$ cat src/common/msr_consts.svh
`ifndef MSR_CONSTS_SVH
`define MSR_CONSTS_SVH

// Datapath width of the core
`define MSR_DW 32

// Width of PSR and EPSR
`define MSR_PSR_DW 10

// PSR bit positions
// Condition flag, set by SETCC or compare ops
`define PSR_CC 0

// Root mode
`define PSR_RM 4

// Interrupt enable
`define PSR_IRE 5

// Instruction MMU enable
`define PSR_IMME 6

// Data MMU enable
`define PSR_DMME 7

// bits 1..3 and 8..9 are reserved and read as zero

// CPUID fields
// Packed as FEAT, REV, VER from MSB down to bit 0
// Version, bits 7:0
`define MSR_CPUID_VER 8'd1

// Revision, bits 17:8
`define MSR_CPUID_REV 10'd0

// Feature mask, bits 25:18
// bit 0 IMMU, bit 1 DMMU, bit 2 ICACHE, bit 3 DCACHE
// bit 4 debug, bit 5 FPU, bit 6 IRQC, bit 7 TSC
`define MSR_CPUID_FEAT 8'h01

// Field widths inside CPUID
`define MSR_CPUID_LOW_W 26

`endif

$ cat src/common/msr_pkg.sv
`default_nettype none

package msr_pkg;

   // MSR operation codes
   // One op per cycle, qualified by op_valid
   typedef enum logic [2:0] {
      // No operation
      MSR_NOP     = 3'd0,
      // Move from MSR into rdata
      MSR_MFSR    = 3'd1,
      // Move wdata into MSR
      MSR_MTSR    = 3'd2,
      // Write condition flag from wdata bit 0
      MSR_SETCC   = 3'd3,
      // Software exception entry
      MSR_SYSCALL = 3'd4,
      // Return from exception
      MSR_ERET    = 3'd5
   } msr_op_e;

   // MSR addresses
   // Codes 6 and 7 are unused and read as zero
   typedef enum logic [2:0] {
      // Processor status
      SR_PSR    = 3'd0,
      // CPU identification, read-only
      SR_CPUID  = 3'd1,
      // PSR saved on exception entry
      SR_EPSR   = 3'd2,
      // PC saved on exception entry
      SR_EPC    = 3'd3,
      // Faulting load/store address
      SR_ELSA   = 3'd4,
      // Core index, read-only
      SR_COREID = 3'd5
   } msr_addr_e;

endpackage

`default_nettype wire

$ cat src/msr/msr_exc_ctrl.sv
`timescale 1ns/1ps
`default_nettype none
`include "msr_consts.svh"

module msr_exc_ctrl (
   input  logic                   clk,
   input  logic                   rst,
   input  logic                   syscall,
   input  logic                   eret,
   input  logic                   fault,
   input  logic [`MSR_DW-1:0]     fault_addr,
   input  logic [`MSR_DW-1:0]     pc,
   input  logic [`MSR_PSR_DW-1:0] psr_cur,
   input  logic [`MSR_PSR_DW-1:0] epsr_cur,
   output logic                   exc_enter,
   output logic                   exc_return,
   output logic [`MSR_PSR_DW-1:0] epsr_save,
   output logic [`MSR_DW-1:0]     epc_save,
   output logic [`MSR_DW-1:0]     elsa_save,
   output logic                   elsa_save_we,
   output logic [`MSR_PSR_DW-1:0] psr_restore
);

   // Implemented PSR bits
   // The rest restore as zero
   localparam logic [`MSR_PSR_DW-1:0] PSR_MASK =
      (`MSR_PSR_DW'(1) << `PSR_CC)   |
      (`MSR_PSR_DW'(1) << `PSR_RM)   |
      (`MSR_PSR_DW'(1) << `PSR_IRE)  |
      (`MSR_PSR_DW'(1) << `PSR_IMME) |
      (`MSR_PSR_DW'(1) << `PSR_DMME);

   // Exception cause
   // Fault wins over any op in the same cycle
   logic cause_fault;
   logic cause_sys;

   assign cause_fault = fault;
   assign cause_sys   = syscall & ~fault;

   // Entry on either cause
   assign exc_enter  = cause_fault | cause_sys;

   // Return requested by ERET
   assign exc_return = eret;

   // Values saved on entry
   assign epsr_save = psr_cur & PSR_MASK;
   assign epc_save  = pc;

   // ELSA only tracks load/store faults
   assign elsa_save    = fault_addr;
   assign elsa_save_we = cause_fault;

   // PSR reloaded from EPSR on return
   assign psr_restore = epsr_cur & PSR_MASK;

   // Entry and return are exclusive
   a_enter_return_excl: assert property (@(posedge clk) disable iff (rst)
      !(exc_enter && exc_return))
      else $error("exception entry and return in the same cycle");

endmodule

`default_nettype wire

$ cat src/msr/msr_psr_file.sv
`timescale 1ns/1ps
`default_nettype none
`include "msr_consts.svh"

module msr_psr_file (
   input  logic                   clk,
   input  logic                   rst,
   input  logic                   psr_we,
   input  logic                   cc_we,
   input  logic                   cc_nxt,
   input  logic                   epsr_we,
   input  logic                   epc_we,
   input  logic                   elsa_we,
   input  logic [`MSR_DW-1:0]     wr_data,
   input  logic                   exc_enter,
   input  logic                   exc_return,
   input  logic [`MSR_PSR_DW-1:0] epsr_save,
   input  logic [`MSR_DW-1:0]     epc_save,
   input  logic [`MSR_DW-1:0]     elsa_save,
   input  logic                   elsa_save_we,
   input  logic [`MSR_PSR_DW-1:0] psr_restore,
   output logic [`MSR_PSR_DW-1:0] psr,
   output logic [`MSR_PSR_DW-1:0] epsr,
   output logic [`MSR_DW-1:0]     epc,
   output logic [`MSR_DW-1:0]     elsa
);

   // Registered PSR flags
   logic cc_r;
   logic rm_r;
   logic ire_r;
   logic imme_r;
   logic dmme_r;

   // Exception save registers
   logic [`MSR_PSR_DW-1:0] epsr_r;
   logic [`MSR_DW-1:0]     epc_r;
   logic [`MSR_DW-1:0]     elsa_r;

   // Bypassed flag values
   logic cc_byp;
   logic rm_byp;
   logic ire_byp;
   logic imme_byp;
   logic dmme_byp;

   // Software writes only count outside exception entry and return
   logic sw_en;

   assign sw_en = ~exc_enter & ~exc_return;

   // Flag bypass, a full PSR write beats SETCC
   assign cc_byp   = (sw_en & psr_we) ? wr_data[`PSR_CC] :
                     (sw_en & cc_we)  ? cc_nxt : cc_r;
   assign rm_byp   = (sw_en & psr_we) ? wr_data[`PSR_RM]   : rm_r;
   assign ire_byp  = (sw_en & psr_we) ? wr_data[`PSR_IRE]  : ire_r;
   assign imme_byp = (sw_en & psr_we) ? wr_data[`PSR_IMME] : imme_r;
   assign dmme_byp = (sw_en & psr_we) ? wr_data[`PSR_DMME] : dmme_r;

   // Save register bypass
   assign epsr = (sw_en & epsr_we) ? wr_data[`MSR_PSR_DW-1:0] : epsr_r;
   assign epc  = (sw_en & epc_we)  ? wr_data : epc_r;
   assign elsa = (elsa_we & ~elsa_save_we) ? wr_data : elsa_r;

   // Pack flags, reserved bits read zero
   always_comb begin
      psr            = '0;
      psr[`PSR_CC]   = cc_byp;
      psr[`PSR_RM]   = rm_byp;
      psr[`PSR_IRE]  = ire_byp;
      psr[`PSR_IMME] = imme_byp;
      psr[`PSR_DMME] = dmme_byp;
   end

   // PSR flags
   // Entry and return only show after the edge
   always_ff @(posedge clk) begin
      if (rst) begin
         cc_r   <= 1'b0;
         rm_r   <= 1'b1;
         ire_r  <= 1'b1;
         imme_r <= 1'b1;
         dmme_r <= 1'b1;
      end else if (exc_enter) begin
         // Root mode, interrupts and MMUs off, CC kept
         rm_r   <= 1'b1;
         ire_r  <= 1'b0;
         imme_r <= 1'b0;
         dmme_r <= 1'b0;
      end else if (exc_return) begin
         cc_r   <= psr_restore[`PSR_CC];
         rm_r   <= psr_restore[`PSR_RM];
         ire_r  <= psr_restore[`PSR_IRE];
         imme_r <= psr_restore[`PSR_IMME];
         dmme_r <= psr_restore[`PSR_DMME];
      end else begin
         cc_r   <= cc_byp;
         rm_r   <= rm_byp;
         ire_r  <= ire_byp;
         imme_r <= imme_byp;
         dmme_r <= dmme_byp;
      end
   end

   // EPSR, EPC and ELSA
   // Entry save overrides a software write
   always_ff @(posedge clk) begin
      if (rst) begin
         epsr_r <= '0;
         epc_r  <= '0;
         elsa_r <= '0;
      end else begin
         epsr_r <= exc_enter ? epsr_save : epsr;
         epc_r  <= exc_enter ? epc_save : epc;
         elsa_r <= elsa_save_we ? elsa_save : elsa;
      end
   end

endmodule

`default_nettype wire

$ cat src/msr_decode.sv
`timescale 1ns/1ps
`default_nettype none
`include "msr_consts.svh"

module msr_decode (
   input  logic                 clk,
   input  logic                 rst,
   input  logic                 op_valid,
   input  msr_pkg::msr_op_e     op,
   input  msr_pkg::msr_addr_e   addr,
   input  logic [`MSR_DW-1:0]   wdata,
   input  logic                 fault,
   output logic                 psr_we,
   output logic                 epsr_we,
   output logic                 epc_we,
   output logic                 elsa_we,
   output logic                 cc_we,
   output logic                 cc_nxt,
   output logic [`MSR_DW-1:0]   wr_data,
   output logic                 rd_req,
   output msr_pkg::msr_addr_e   rd_addr,
   output logic                 syscall,
   output logic                 eret
);
   import msr_pkg::*;

   // Op accepted this cycle
   // A fault in the same cycle drops the op
   logic act;

   assign act = op_valid & ~fault;

   always_comb begin
      // Defaults, everything idle
      psr_we  = 1'b0;
      epsr_we = 1'b0;
      epc_we  = 1'b0;
      elsa_we = 1'b0;
      cc_we   = 1'b0;
      cc_nxt  = 1'b0;
      wr_data = '0;
      rd_req  = 1'b0;
      rd_addr = SR_PSR;
      syscall = 1'b0;
      eret    = 1'b0;
      if (act) begin
         case (op)
            MSR_MFSR: begin
               rd_req  = 1'b1;
               rd_addr = addr;
            end
            MSR_MTSR: begin
               wr_data = wdata;
               case (addr)
                  SR_PSR:  psr_we  = 1'b1;
                  SR_EPSR: epsr_we = 1'b1;
                  SR_EPC:  epc_we  = 1'b1;
                  SR_ELSA: elsa_we = 1'b1;
                  // CPUID and COREID are constant, write dropped
                  default: ;
               endcase
            end
            MSR_SETCC: begin
               cc_we  = 1'b1;
               cc_nxt = wdata[0];
            end
            MSR_SYSCALL: syscall = 1'b1;
            MSR_ERET:    eret    = 1'b1;
            default: ;
         endcase
      end
   end

   // Read-only registers never see a write enable
   a_ro_no_we: assert property (@(posedge clk) disable iff (rst)
      (op_valid && op == MSR_MTSR && (addr == SR_CPUID || addr == SR_COREID))
      |-> !(psr_we || epsr_we || epc_we || elsa_we || cc_we))
      else $error("write enable raised for read-only MSR");

endmodule

`default_nettype wire

$ cat src/msr_read_mux.sv
`timescale 1ns/1ps
`default_nettype none
`include "msr_consts.svh"

module msr_read_mux #(
   parameter logic [`MSR_DW-1:0] CORE_ID = '0
) (
   input  logic                   clk,
   input  logic                   rst,
   input  logic                   rd_req,
   input  msr_pkg::msr_addr_e     rd_addr,
   input  logic                   eret,
   input  logic [`MSR_PSR_DW-1:0] psr,
   input  logic [`MSR_PSR_DW-1:0] epsr,
   input  logic [`MSR_DW-1:0]     epc,
   input  logic [`MSR_DW-1:0]     elsa,
   output logic [`MSR_DW-1:0]     rdata,
   output logic                   rdata_valid,
   output logic                   redirect,
   output logic [`MSR_DW-1:0]     redirect_pc
);
   import msr_pkg::*;

   // CPUID word, upper bits unused
   localparam logic [`MSR_DW-1:0] CPUID = {
      {(`MSR_DW - `MSR_CPUID_LOW_W){1'b0}},
      `MSR_CPUID_FEAT, `MSR_CPUID_REV, `MSR_CPUID_VER};

   logic [`MSR_DW-1:0] rd_sel;

   // Register select, PSR-sized values zero extended
   always_comb begin
      case (rd_addr)
         SR_PSR:    rd_sel = {{(`MSR_DW - `MSR_PSR_DW){1'b0}}, psr};
         SR_CPUID:  rd_sel = CPUID;
         SR_EPSR:   rd_sel = {{(`MSR_DW - `MSR_PSR_DW){1'b0}}, epsr};
         SR_EPC:    rd_sel = epc;
         SR_ELSA:   rd_sel = elsa;
         SR_COREID: rd_sel = CORE_ID;
         default:   rd_sel = '0;
      endcase
   end

   // Valid and redirect strobes
   always_ff @(posedge clk) begin
      if (rst) begin
         rdata_valid <= 1'b0;
         redirect    <= 1'b0;
      end else begin
         rdata_valid <= rd_req;
         redirect    <= eret;
      end
   end

   // Payload, held between strobes
   // redirect_pc takes EPC as seen in the ERET cycle
   always_ff @(posedge clk) begin
      if (rd_req)
         rdata <= rd_sel;
      if (eret)
         redirect_pc <= epc;
   end

endmodule

`default_nettype wire

$ cat src/msr_unit_top.sv
`timescale 1ns/1ps
`default_nettype none
`include "msr_consts.svh"

module msr_unit_top #(
   parameter logic [`MSR_DW-1:0] CORE_ID = '0
) (
   input  logic                   clk,
   input  logic                   rst,
   input  logic                   op_valid,
   input  msr_pkg::msr_op_e       op,
   input  msr_pkg::msr_addr_e     addr,
   input  logic [`MSR_DW-1:0]     wdata,
   input  logic [`MSR_DW-1:0]     pc,
   input  logic                   lsa_fault,
   input  logic [`MSR_DW-1:0]     fault_addr,
   output logic [`MSR_DW-1:0]     rdata,
   output logic                   rdata_valid,
   output logic                   redirect,
   output logic [`MSR_DW-1:0]     redirect_pc,
   output logic [`MSR_PSR_DW-1:0] psr,
   output logic [`MSR_PSR_DW-1:0] epsr,
   output logic [`MSR_DW-1:0]     epc
);
   import msr_pkg::*;

   // Decode to register file
   logic               psr_we;
   logic               epsr_we;
   logic               epc_we;
   logic               elsa_we;
   logic               cc_we;
   logic               cc_nxt;
   logic [`MSR_DW-1:0] wr_data;

   // Decode to read mux and exception control
   logic      rd_req;
   msr_addr_e rd_addr;
   logic      syscall;
   logic      eret;

   // Exception control to register file
   logic                   exc_enter;
   logic                   exc_return;
   logic [`MSR_PSR_DW-1:0] epsr_save;
   logic [`MSR_DW-1:0]     epc_save;
   logic [`MSR_DW-1:0]     elsa_save;
   logic                   elsa_save_we;
   logic [`MSR_PSR_DW-1:0] psr_restore;

   // only read back through MFSR
   logic [`MSR_DW-1:0] elsa;

   msr_decode u_decode (
      .clk      (clk),
      .rst      (rst),
      .op_valid (op_valid),
      .op       (op),
      .addr     (addr),
      .wdata    (wdata),
      .fault    (lsa_fault),
      .psr_we   (psr_we),
      .epsr_we  (epsr_we),
      .epc_we   (epc_we),
      .elsa_we  (elsa_we),
      .cc_we    (cc_we),
      .cc_nxt   (cc_nxt),
      .wr_data  (wr_data),
      .rd_req   (rd_req),
      .rd_addr  (rd_addr),
      .syscall  (syscall),
      .eret     (eret)
   );

   msr_exc_ctrl u_exc_ctrl (
      .clk          (clk),
      .rst          (rst),
      .syscall      (syscall),
      .eret         (eret),
      .fault        (lsa_fault),
      .fault_addr   (fault_addr),
      .pc           (pc),
      .psr_cur      (psr),
      .epsr_cur     (epsr),
      .exc_enter    (exc_enter),
      .exc_return   (exc_return),
      .epsr_save    (epsr_save),
      .epc_save     (epc_save),
      .elsa_save    (elsa_save),
      .elsa_save_we (elsa_save_we),
      .psr_restore  (psr_restore)
   );

   msr_psr_file u_psr_file (
      .clk          (clk),
      .rst          (rst),
      .psr_we       (psr_we),
      .cc_we        (cc_we),
      .cc_nxt       (cc_nxt),
      .epsr_we      (epsr_we),
      .epc_we       (epc_we),
      .elsa_we      (elsa_we),
      .wr_data      (wr_data),
      .exc_enter    (exc_enter),
      .exc_return   (exc_return),
      .epsr_save    (epsr_save),
      .epc_save     (epc_save),
      .elsa_save    (elsa_save),
      .elsa_save_we (elsa_save_we),
      .psr_restore  (psr_restore),
      .psr          (psr),
      .epsr         (epsr),
      .epc          (epc),
      .elsa         (elsa)
   );

   msr_read_mux #(
      .CORE_ID (CORE_ID)
   ) u_read_mux (
      .clk         (clk),
      .rst         (rst),
      .rd_req      (rd_req),
      .rd_addr     (rd_addr),
      .eret        (eret),
      .psr         (psr),
      .epsr        (epsr),
      .epc         (epc),
      .elsa        (elsa),
      .rdata       (rdata),
      .rdata_valid (rdata_valid),
      .redirect    (redirect),
      .redirect_pc (redirect_pc)
   );

endmodule

`default_nettype wire
$ cat config.mk
export PLATFORM = sky130hd
export DESIGN_NAME = msr_unit_top
export DESIGN_NICKNAME = d
export VERILOG_FILES = /design/src/common/msr_pkg.sv /design/src/msr/msr_exc_ctrl.sv /design/src/msr/msr_psr_file.sv /design/src/msr_decode.sv /design/src/msr_read_mux.sv /design/src/msr_unit_top.sv
export VERILOG_INCLUDE_DIRS = /design/src /design/src/common
export SDC_FILE = /design/constraint.sdc
export NUM_CORES = 1
export LEC_CHECK = 0
export BUFFER_PORTS_ARGS = -buffer_cell sky130_fd_sc_hd__buf_2
export CELL_PAD_IN_SITES_DETAIL_PLACEMENT = 1
export CELL_PAD_IN_SITES_GLOBAL_PLACEMENT = 1
export CORE_AREA = 2 2 129 131
export CTS_BUF_LIST = sky130_fd_sc_hd__clkbuf_16
export CTS_CLUSTER_DIAMETER = 80
export DETAILED_ROUTE_END_ITERATION = 10
export DIE_AREA = 0 0 131 133
export PLACE_DENSITY = 0.85
export SYNTH_ARGS = -nofsm -noshare
export SYNTH_HDL_FRONTEND = slang
export SYNTH_SLANG_ARGS = --single-unit
$ cat constraint.sdc
create_clock -name clk -period 7.7 [get_ports clk]
set_clock_uncertainty 0.15 [all_clocks]
set_input_delay 1.155 -clock clk [delete_from_list [all_inputs] [get_ports clk]]
set_output_delay 1.155 -clock clk [all_outputs]
set_load 0.02 [all_outputs]
==> metrics.txt, run 1 <==
fin crit share 0.610; worst path bufs/invs 5; Hold-fix buffers, CTS 0; Clock Sinks 145; detailed placement HPWL 14400 um; startpoint types input pin; Vias 5624; largest net degree at the start of global routing 68; Final Wtd Congestion 0.878; final instance area 0.00822 sq mm; clock buffer depth 2; max incr delay on CP 460 ps; VDD IR max 0.147 mV; GRT Total Usage 0.244; maxcap violations 0; synthesis-to-finish area growth 26.9%; Clk Tree Root Cell clkbuf_16; Slew Limit Fails 0; Crit Path Category input pin to output port; Leak 4.06 nW; DP Worst Slack 2970 ps; worst slew pin tran 1070 ps; initial DRC count 357; drt pass-1 iters 5; Final WS setup 3000 ps; setup bufs post-CTS 0; slew margin rel. 0.288; Synth Cell Area 0.00648 sq mm; setup TNS 0 ps; Core Util, Final 0.508; Worst Hold Depth 2; Finished Layout Cells 1021; initial antenna violation count 0; Area after DPL 0.00766 sq mm; CTS tree done; share of layout cells above drive strength 1 0.351; RSZ-0062 raised after global routing no; Yosys cell types 57; Clock transition at path regs 50 ps; area of the core 0.0162 sq mm; first-pass GRT wire length 32300 um; WP data required 6390 ps; CP arrival 3390 ps; diodes inserted 0; YS warnings 0; critical-path cell list buf_2 -> nor4b_2 -> buf_4 -> nand3_2 -> buf_4 -> mux2i_1 -> inv_1 -> buf_2; Crit path depth 8; clock latency on the worst-skew pair 430 ps; pwr/cell area 223 mW/mm^2; Hold Path Class flip-flop to flip-flop; clock period minus worst slack 4700 ps; Die X 131 um; grt ovf 0; Routed WL 21300 um; status completed; post_cts resized 0; antenna-violating nets left 0; Max Clk Rate 213 MHz; die area 0.0174 sq mm; Filler cells 1826; Fin. Hold Viols 0; post-synth top area share 0.297; share of the yosys chip area belonging to registers 0.547; number of synthesized flops with an enable pin 64; Routed WL per cell 20.8 um; DR vias/cell 5.51; Post-synth ARST share 0; Top-Level Pins 224; Buffers on Ports 218; CP max FO 18; r2r worst-path depth 4; kind of cell adding the most delay to the critical path buffers and inverters; dominant cell type by area after synthesis edfxtp_1; vias in the first global route 5902; Synth Register Bits 145; Primary FF master, synth dfxtp_1; die height 133 um; Syn Area/Cell 10.9 sq um; Initial Utilization 0.400; largest cells by area after synthesis edfxtp_1 (30%), dfxtp_1 (25%), mux2i_1 (8.3%), a211oi_1 (7.5%), nor2_1 (3.8%); placed cells 989; NumNets Final 894; Syn Inst Count 593; final setup fails 0; number of buffers created by CTS 17; critical path capture point type output port; DRC viols 0; CP max-delay cell nand3_2; row cnt 47; CTS H-tree lvls 4
stage by stage:
step | hold WS, ps | total power, mW
after floorplan | 344 | 0.981
after global placement | 373 | 1.05
after detailed placement | 382 | 1.06
after CTS | 391 | 1.84
after global routing | 439 | 1.90
final | 392 | 1.83
sequential cells by signal, summed over array words and instances, names as in the netlist:
| register | flops |
|---|---|
| u_psr_file.imme_r | 1 |
| u_psr_file.dmme_r | 1 |
| u_psr_file.epsr_r | 10 |
| u_psr_file.rm_r | 1 |
| u_read_mux.rdata | 32 |
| u_psr_file.cc_r | 1 |
| u_read_mux.redirect_pc | 32 |
| u_psr_file.elsa_r | 32 |
| u_psr_file.epc_r | 32 |
| u_read_mux.rdata_valid | 1 |
| u_psr_file.ire_r | 1 |
| u_read_mux.redirect | 1 |
metal layers:
| metal | vias to the layer above | share of wire | global-route usage |
|---|---|---|---|
| li1 | 2587 | - | - |
| met1 | 2765 | 0.42 | 0.300 |
| met2 | 242 | 0.49 | 0.411 |
| met3 | 30 | 0.070 | 0.0651 |
| met4 | 0 | 0.018 | 0.0833 |
| met5 | - | 0 | 0 |
Yosys cell counts, types with 4 or more instances:
| cell type | count |
|---|---|
| a211oi_1 | 65 |
| a21o_1 | 4 |
| a21oi_1 | 13 |
| a221o_1 | 10 |
| and2_1 | 5 |
| buf_2 | 10 |
| buf_4 | 13 |
| clkbuf_1 | 31 |
| dfxtp_1 | 81 |
| edfxtp_1 | 64 |
| inv_1 | 37 |
| mux2_2 | 13 |
| mux2i_1 | 54 |
| nand2_1 | 7 |
| nand2b_1 | 12 |
| nand3_1 | 9 |
| nor2_1 | 66 |
| nor3_1 | 13 |
| o211a_1 | 9 |
| o21ai_0 | 11 |
| o22ai_1 | 21 |
kinds of logic (layout without fill, tap and decap cells):
| group | after synthesis | in the layout | share of synthesized area |
|---|---|---|---|
| AOI/OAI and AO/OA | 156 | 156 | 0.179 |
| buffers and inverters | 93 | 297 | 0.0645 |
| DFF | 145 | 145 | 0.547 |
| muxes | 68 | 68 | 0.108 |
| other | 1 | 5 | 0.000579 |
| and+or+nand+nor | 130 | 130 | 0.101 |
cell type report:
type	instances	area, sq um	share of cell area
Sequential cell	145	3540	0.431
Multi-Input combinational cell	359	2540	0.309
Timing Repair Buffer	227	1160	0.141
Clock buffer	17	425	0.0518
Tap cell	220	275	0.0335
Inverter	38	143	0.0174
Clock inverter	15	131	0.0160
worst min-delay path: cells and delay by family (launching register included):
family | cells | cell delay (ps)
compound gates | 2 | 190
flops | 1 | 300
power by group:
part	internal (mW)	leakage (nW)	switching, mW
sequential	0.833	1.32	0.0122
combinational	0.0733	2.45	0.127
clock	0.468	0.281	0.315
total	1.37	4.06	0.454
path summary, 6_finish.rpt:
path / start / end / slack, ps
setup reg to reg: u_psr_file.cc_r$_SDFFE_PP0N_ / u_read_mux.rdata[0]$_DFFE_PP_ / 6080
setup / recovery: op[0] / epc[22] / 3000
hold / removal: u_psr_file.epc_r[18]$_SDFF_PP0_ / u_psr_file.epc_r[18]$_SDFF_PP0_ / 390
hold reg to reg: u_psr_file.epc_r[18]$_SDFF_PP0_ / u_psr_file.epc_r[18]$_SDFF_PP0_ / 390
cell usage in the layout, fill, tap and decap left out, drive strengths merged, types with 4 or more instances in the layout:
cell	synthesis	routed
inv	37	40
mux2i	54	54
edfxtp	64	64
dfxtp	81	81
nor2	66	66
buf	24	227
mux2	14	14
a211oi	65	65
nor3	13	13
a221o	10	10
o21ai	11	11
nand3	10	10
nand2b	12	12
o211a	9	9
clkbuf	31	17
a21o	4	4
clkinv	1	9
nand2	7	7
o22ai	21	21
a21oi	13	13
and2	5	5
conb	1	5
Power figures use the tool's default switching activity.
==> run 2, diff against run 1 <==
--- a/config.mk
+++ b/config.mk
@@ -9,12 +9,12 @@
 export BUFFER_PORTS_ARGS = -buffer_cell sky130_fd_sc_hd__buf_2
 export CELL_PAD_IN_SITES_DETAIL_PLACEMENT = 1
 export CELL_PAD_IN_SITES_GLOBAL_PLACEMENT = 1
-export CORE_AREA = 2 2 129 131
+export CORE_AREA = 2 2 142 144
 export CTS_BUF_LIST = sky130_fd_sc_hd__clkbuf_16
 export CTS_CLUSTER_DIAMETER = 80
 export DETAILED_ROUTE_END_ITERATION = 10
-export DIE_AREA = 0 0 131 133
-export PLACE_DENSITY = 0.85
+export DIE_AREA = 0 0 144 146
+export PLACE_DENSITY = 0.75
 export SYNTH_ARGS = -nofsm -noshare
 export SYNTH_HDL_FRONTEND = slang
 export SYNTH_SLANG_ARGS = --single-unit
==> constraint.sdc (replaced) <==
create_clock -name clk -period 3.9 [get_ports clk]
set_clock_uncertainty 0.15 [all_clocks]
set_input_delay 0.585 -clock clk [delete_from_list [all_inputs] [get_ports clk]]
set_output_delay 0.585 -clock clk [all_outputs]
set_load 0.02 [all_outputs]
==> run 2 against run 1 <==
Compared with the run above:
- sequential share of layout area down 0.87 points
- cell area is 2.1% higher
- critical path depth is 2 lower
- largest power group unchanged
- power grew 100%
- critical endpoint is now epsr[5]
- largest cell class unchanged
- wire length grew 2.9%
==> metrics.txt, run 2 (synthesis gave the netlist of run 1 again) <==
Die X 144 um; Final Wtd Congestion 0.784; hold path endpoint u_psr_file.elsa_r[4]$_SDFF_PP0_; first-pass GRT wire length 33400 um; critical-path cell list buf_2 -> or4b_4 -> or2_1 -> a21oi_1 -> inv_1 -> buf_2; Clock Sinks 145; clock latency on the worst-skew pair 420 ps; row cnt 51; grt ovf 0; Routed WL 21900 um; Max Clk Rate 313 MHz; r2r worst-path depth 4; final setup fails 0; Reg area 0.00354 sq mm; critical path capture point type output port; largest net degree at the start of global routing 65; pwr/cell area 438 mW/mm^2; CP max-delay cell or4b_4; placed cells 1042; die area 0.0210 sq mm; Buffers on Ports 218; drt pass-1 iters 4; synthesis-to-finish area growth 29.5%; Top-Level Pins 224; clock period minus worst slack 3190 ps; Filler cells 2210; Hold Path Origin fault_addr[4]; worst slew pin tran 1050 ps; Clock transition at path regs 70 ps; Hold Path Class input pin to flip-flop; Leak 4.09 nW; fin crit share 0.819; clock buffer depth 2; startpoint types input pin; CP arrival 2460 ps; Crit Path Category input pin to output port; max incr delay on CP 710 ps; detailed placement HPWL 15800 um; slew margin rel. 0.303; DRC viols 0; Clk Tree Root Cell clkbuf_16; Area after DPL 0.00781 sq mm; CTS H-tree lvls 4; multi-input logic area 0.00255 sq mm; final instance area 0.00839 sq mm; FF-to-FF setup slack 2370 ps; most used cell, CP buf_2; R2R Path End u_read_mux.rdata[0]$_DFFE_PP_; CTS tree done; CP max FO 23; GRT Total Usage 0.209; Finished Layout Cells 1075; Routed WL per cell 20.4 um; commonest non-fill, non-tap cells in the layout buf_2 (218), dfxtp_1 (81), nor2_1 (66); VDD IR max 0.299 mV; Vias 5640; status completed; setup bufs post-CTS 0; Worst Hold Depth 3; antenna-violating nets left 0; initial antenna violation count 3; commonest non-fill, non-tap cell in the layout buf_2; share of layout cells above drive strength 1 0.362; Final Power 3.67 mW; maxcap violations 0; Hold-fix buffers, CTS 0; Initial Utilization 0.335; post_cts resized 0; number of buffers created by CTS 17; vias in the first global route 5812; RSZ-0062 raised after global routing no; DR vias/cell 5.25; Fin. Hold Viols 0; die height 146 um; r2r startpoint u_psr_file.cc_r$_SDFFE_PP0N_; Slew Limit Fails 0; NumNets Final 902; initial DRC count 292; WP data required 3160 ps; setup TNS 0 ps; area of the core 0.0193 sq mm
-- run 2: report_power, final --
part | internal (mW) | switching, mW | leakage, nW
Clock | 0.896 | 0.708 | 0.273
Combinational | 0.148 | 0.255 | 2.49
Sequential | 1.64 | 0.0211 | 1.32
-- run 2: layer usage --
layer | vias up | track usage | share of wire
met5 | - | 0 | 0.00068
met4 | 2 | 0.0632 | 0.017
met3 | 29 | 0.0576 | 0.080
met2 | 222 | 0.356 | 0.48
met1 | 2775 | 0.255 | 0.42
li1 | 2612 | - | -
-- run 2: metrics by stage --
step,hold slack (ps),utilization,setup slack (ps)
global placement,386,0.404,754
finish,280,0.434,706
CTS,266,0.434,702
floorplan,344,-,1110
global route,283,0.434,582
detailed placement,384,0.404,717
-- run 2: area by class of cell --
class / count / area share
diodes: 1 / 0.000298
clock buffers: 17 / 0.0507
clock inverters: 15 / 0.0178
inverters: 38 / 0.0170
multi-input cells: 359 / 0.304
flip-flops and latches: 145 / 0.422
well taps: 265 / 0.0395
repair buffers: 235 / 0.148
-- run 2: how the worst max path moves through the flow --
stage,startpoint,end,slack [ps],cells after the start
6_report,op[0],epsr[5],710,6
5_1_grt,op[0],epsr[5],580,6
4_1_cts,op[0],epsr[8],700,5
3_5_place_dp,op[0],epsr[8],720,5
3_3_place_gp,op[0],epsr[8],750,5
2_1_floorplan,op[2],u_read_mux.rdata[10]$_DFFE_PP_,1110,6
-- run 2: worst max-delay path: cells and delay by family --
| family | cells | cell delay [ps] |
|---|---|---|
| buf+inv | 3 | 390 |
| compound gates | 1 | 300 |
| simple gates | 2 | 1170 |
==> run 3, diff against run 2 <==
--- a/config.mk
+++ b/config.mk
@@ -9,12 +9,12 @@
 export BUFFER_PORTS_ARGS = -buffer_cell sky130_fd_sc_hd__buf_2
 export CELL_PAD_IN_SITES_DETAIL_PLACEMENT = 1
 export CELL_PAD_IN_SITES_GLOBAL_PLACEMENT = 1
-export CORE_AREA = 2 2 142 144
+export CORE_AREA = 2 2 134 136
 export CTS_BUF_LIST = sky130_fd_sc_hd__clkbuf_16
 export CTS_CLUSTER_DIAMETER = 80
 export DETAILED_ROUTE_END_ITERATION = 10
-export DIE_AREA = 0 0 144 146
-export PLACE_DENSITY = 0.75
+export DIE_AREA = 0 0 136 138
+export PLACE_DENSITY = 0.8
 export SYNTH_ARGS = -nofsm -noshare
 export SYNTH_HDL_FRONTEND = slang
 export SYNTH_SLANG_ARGS = --single-unit
==> constraint.sdc (replaced) <==
create_clock -name clk -period 3.23 [get_ports clk]
set_clock_uncertainty 0.15 [all_clocks]
set_input_delay 0.4845 -clock clk [delete_from_list [all_inputs] [get_ports clk]]
set_output_delay 0.4845 -clock clk [all_outputs]
set_load 0.02 [all_outputs]
==> run 3 against run 2 <==
Compared with the run above:
- register-to-register slack got worse by 690 ps
- die area down 11%
- cell count is 2.7% lower
- combinational power increased by 21%
- setup slack got worse by 320 ps
- count of clock-buffer cells in the layout did not move
- global-route usage rose by 1.9 points
- non-clock buffer count up 7
- clock power up 15%
- wire length decreased by 1.2%
- critical endpoint is now epc[18]
- sequential power increased by 21%
==> metrics.txt, run 3 (synthesis gave the netlist of run 1 again) <==
status completed; Fin. Hold Viols 0; RSZ-0062 raised after global routing no; kind of cell adding the most delay to the critical path simple AND/OR/NAND/NOR gates; commonest non-fill, non-tap cell in the layout buf_2; clock latency on the worst-skew pair 410 ps; die height 138 um; sw frac 0.270; Max Clk Rate 351 MHz; final setup fails 0; setup bufs post-CTS 0; drt pass-1 iters 5; area of the core 0.0175 sq mm; critical-path cell list buf_2 -> or4b_4 -> buf_4 -> o31ai_1 -> nand2_1 -> buf_2; CTS H-tree lvls 4; Int Power 3.17 mW; slew margin rel. 0.468; setup TNS 0 ps; Clock Sinks 145; FF-to-FF setup slack 1680 ps; placed cells 1013; commonest non-fill, non-tap cells in the layout buf_2 (218), dfxtp_1 (81), nor2_1 (66); maxcap violations 0; Crit Path Category input pin to output port; Routed WL 21600 um; post_cts resized 0; die area 0.0188 sq mm; synthesis-to-finish area growth 29.3%; Finished Layout Cells 1046; CTS tree done; crit path launch op[0]; CP max-delay cell or4b_4; pwr/cell area 518 mW/mm^2; initial antenna violation count 1; detailed placement HPWL 15400 um; r2r startpoint u_psr_file.cc_r$_SDFFE_PP0N_; Slew Limit Fails 0; Clock transition at path regs 60 ps; max incr delay on CP 550 ps; Vias 5653; Seq pwr share 0.463; DRC viols 0; antenna-violating nets left 0; CP max FO 22; fin crit share 0.882; Critical Path End epc[18]; VDD IR max 0.347 mV; r2r worst-path depth 4; CP arrival 2210 ps; Crit path depth 6; first-pass GRT wire length 33000 um; largest net degree at the start of global routing 65; Top-Level Pins 224; Final Wtd Congestion 0.812; grt ovf 0; Die X 136 um; share of layout cells above drive strength 1 0.368; Filler cells 2018; Clk Tree Root Cell clkbuf_16; WP data required 2600 ps; critical path capture point type output port; P_sw 1.17 mW; clock share of power 0.424; clock period minus worst slack 2850 ps; Logic pwr share 0.113; most used cell, CP buf_2; Buffers on Ports 218; NumNets Final 909; GRT Total Usage 0.227; vias in the first global route 5879; worst path bufs/invs 3; worst slew pin tran 799 ps; clock buffer depth 2; DR vias/cell 5.40; Hold-fix buffers, CTS 0; Routed WL per cell 20.7 um; R2R Path End u_read_mux.rdata[0]$_DFFE_PP_; Hold Path Class input pin to flip-flop; number of buffers created by CTS 17; row cnt 49; initial DRC count 308; startpoint types input pin; Leak 4.11 nW; Initial Utilization 0.369
run 3: final cells by class:
| cell class | count | area, sq um | share of cell area |
|---|---|---|---|
| sequential | 145 | 3540 | 0.423 |
| multi-input combinational | 359 | 2550 | 0.305 |
| timing repair buffer | 242 | 1300 | 0.155 |
| clock buffer | 17 | 425 | 0.0508 |
| tap | 229 | 287 | 0.0342 |
| inverter | 38 | 143 | 0.0170 |
| clock inverter | 15 | 124 | 0.0148 |
| antenna | 1 | 2.50 | 0.000299 |
run 3: power groups by stage:
stage / clock, mW / combinational, mW / sequential, mW
2_1_floorplan: 0 / 0.291 / 2.05
4_1_cts: 1.88 / 0.492 / 2.01
3_3_place_gp: 0 / 0.477 / 2.05
5_1_grt: 1.97 / 0.533 / 2.02
3_5_place_dp: 0 / 0.487 / 2.05
6_report: 1.84 / 0.489 / 2.01
run 3: how the worst min path moves through the flow:
stage	startpoint	to	slack [ps]	cells after the start
final	rst	u_psr_file.epsr_r[6]$_SDFF_PP0_	150	2
after CTS	rst	u_psr_file.epsr_r[6]$_SDFF_PP0_	130	2
after floorplan	u_psr_file.epc_r[18]$_SDFF_PP0_	u_psr_file.epc_r[18]$_SDFF_PP0_	340	2
after global routing	rst	u_psr_file.epsr_r[6]$_SDFF_PP0_	150	2
after detailed placement	u_psr_file.epc_r[18]$_SDFF_PP0_	u_psr_file.epc_r[18]$_SDFF_PP0_	380	2
after global placement	u_psr_file.epc_r[18]$_SDFF_PP0_	u_psr_file.epc_r[18]$_SDFF_PP0_	370	2
run 3: worst register-to-register path, cell delays in order (launching register included):
cell	delay (ps)
dfxtp_1	350
nor4b_1	160
a41o_1	210
a221oi_1	290
o211ai_1	130
run 3: metal layers:
metal | vias to the layer above | routed length [um] | GRT usage
met4 | 0 | 333 | 0.0647
met3 | 25 | 1600 | 0.0561
met1 | 2778 | 9130 | 0.283
met5 | - | 0 | 0
li1 | 2618 | - | -
met2 | 232 | 10600 | 0.389
run 3: through the flow:
step           hold WS (ps)  area, sq um  power [mW]   util  setup slack (ps)
6_report                150         8370        4.34  0.477               382
2_1_floorplan           344         6490        2.34      -               543
4_1_cts                 134         8370        4.39  0.477               408
3_3_place_gp            372         7820        2.52  0.446               466
5_1_grt                 148         8370        4.51  0.477               299
3_5_place_dp            382         7820        2.54  0.446               411
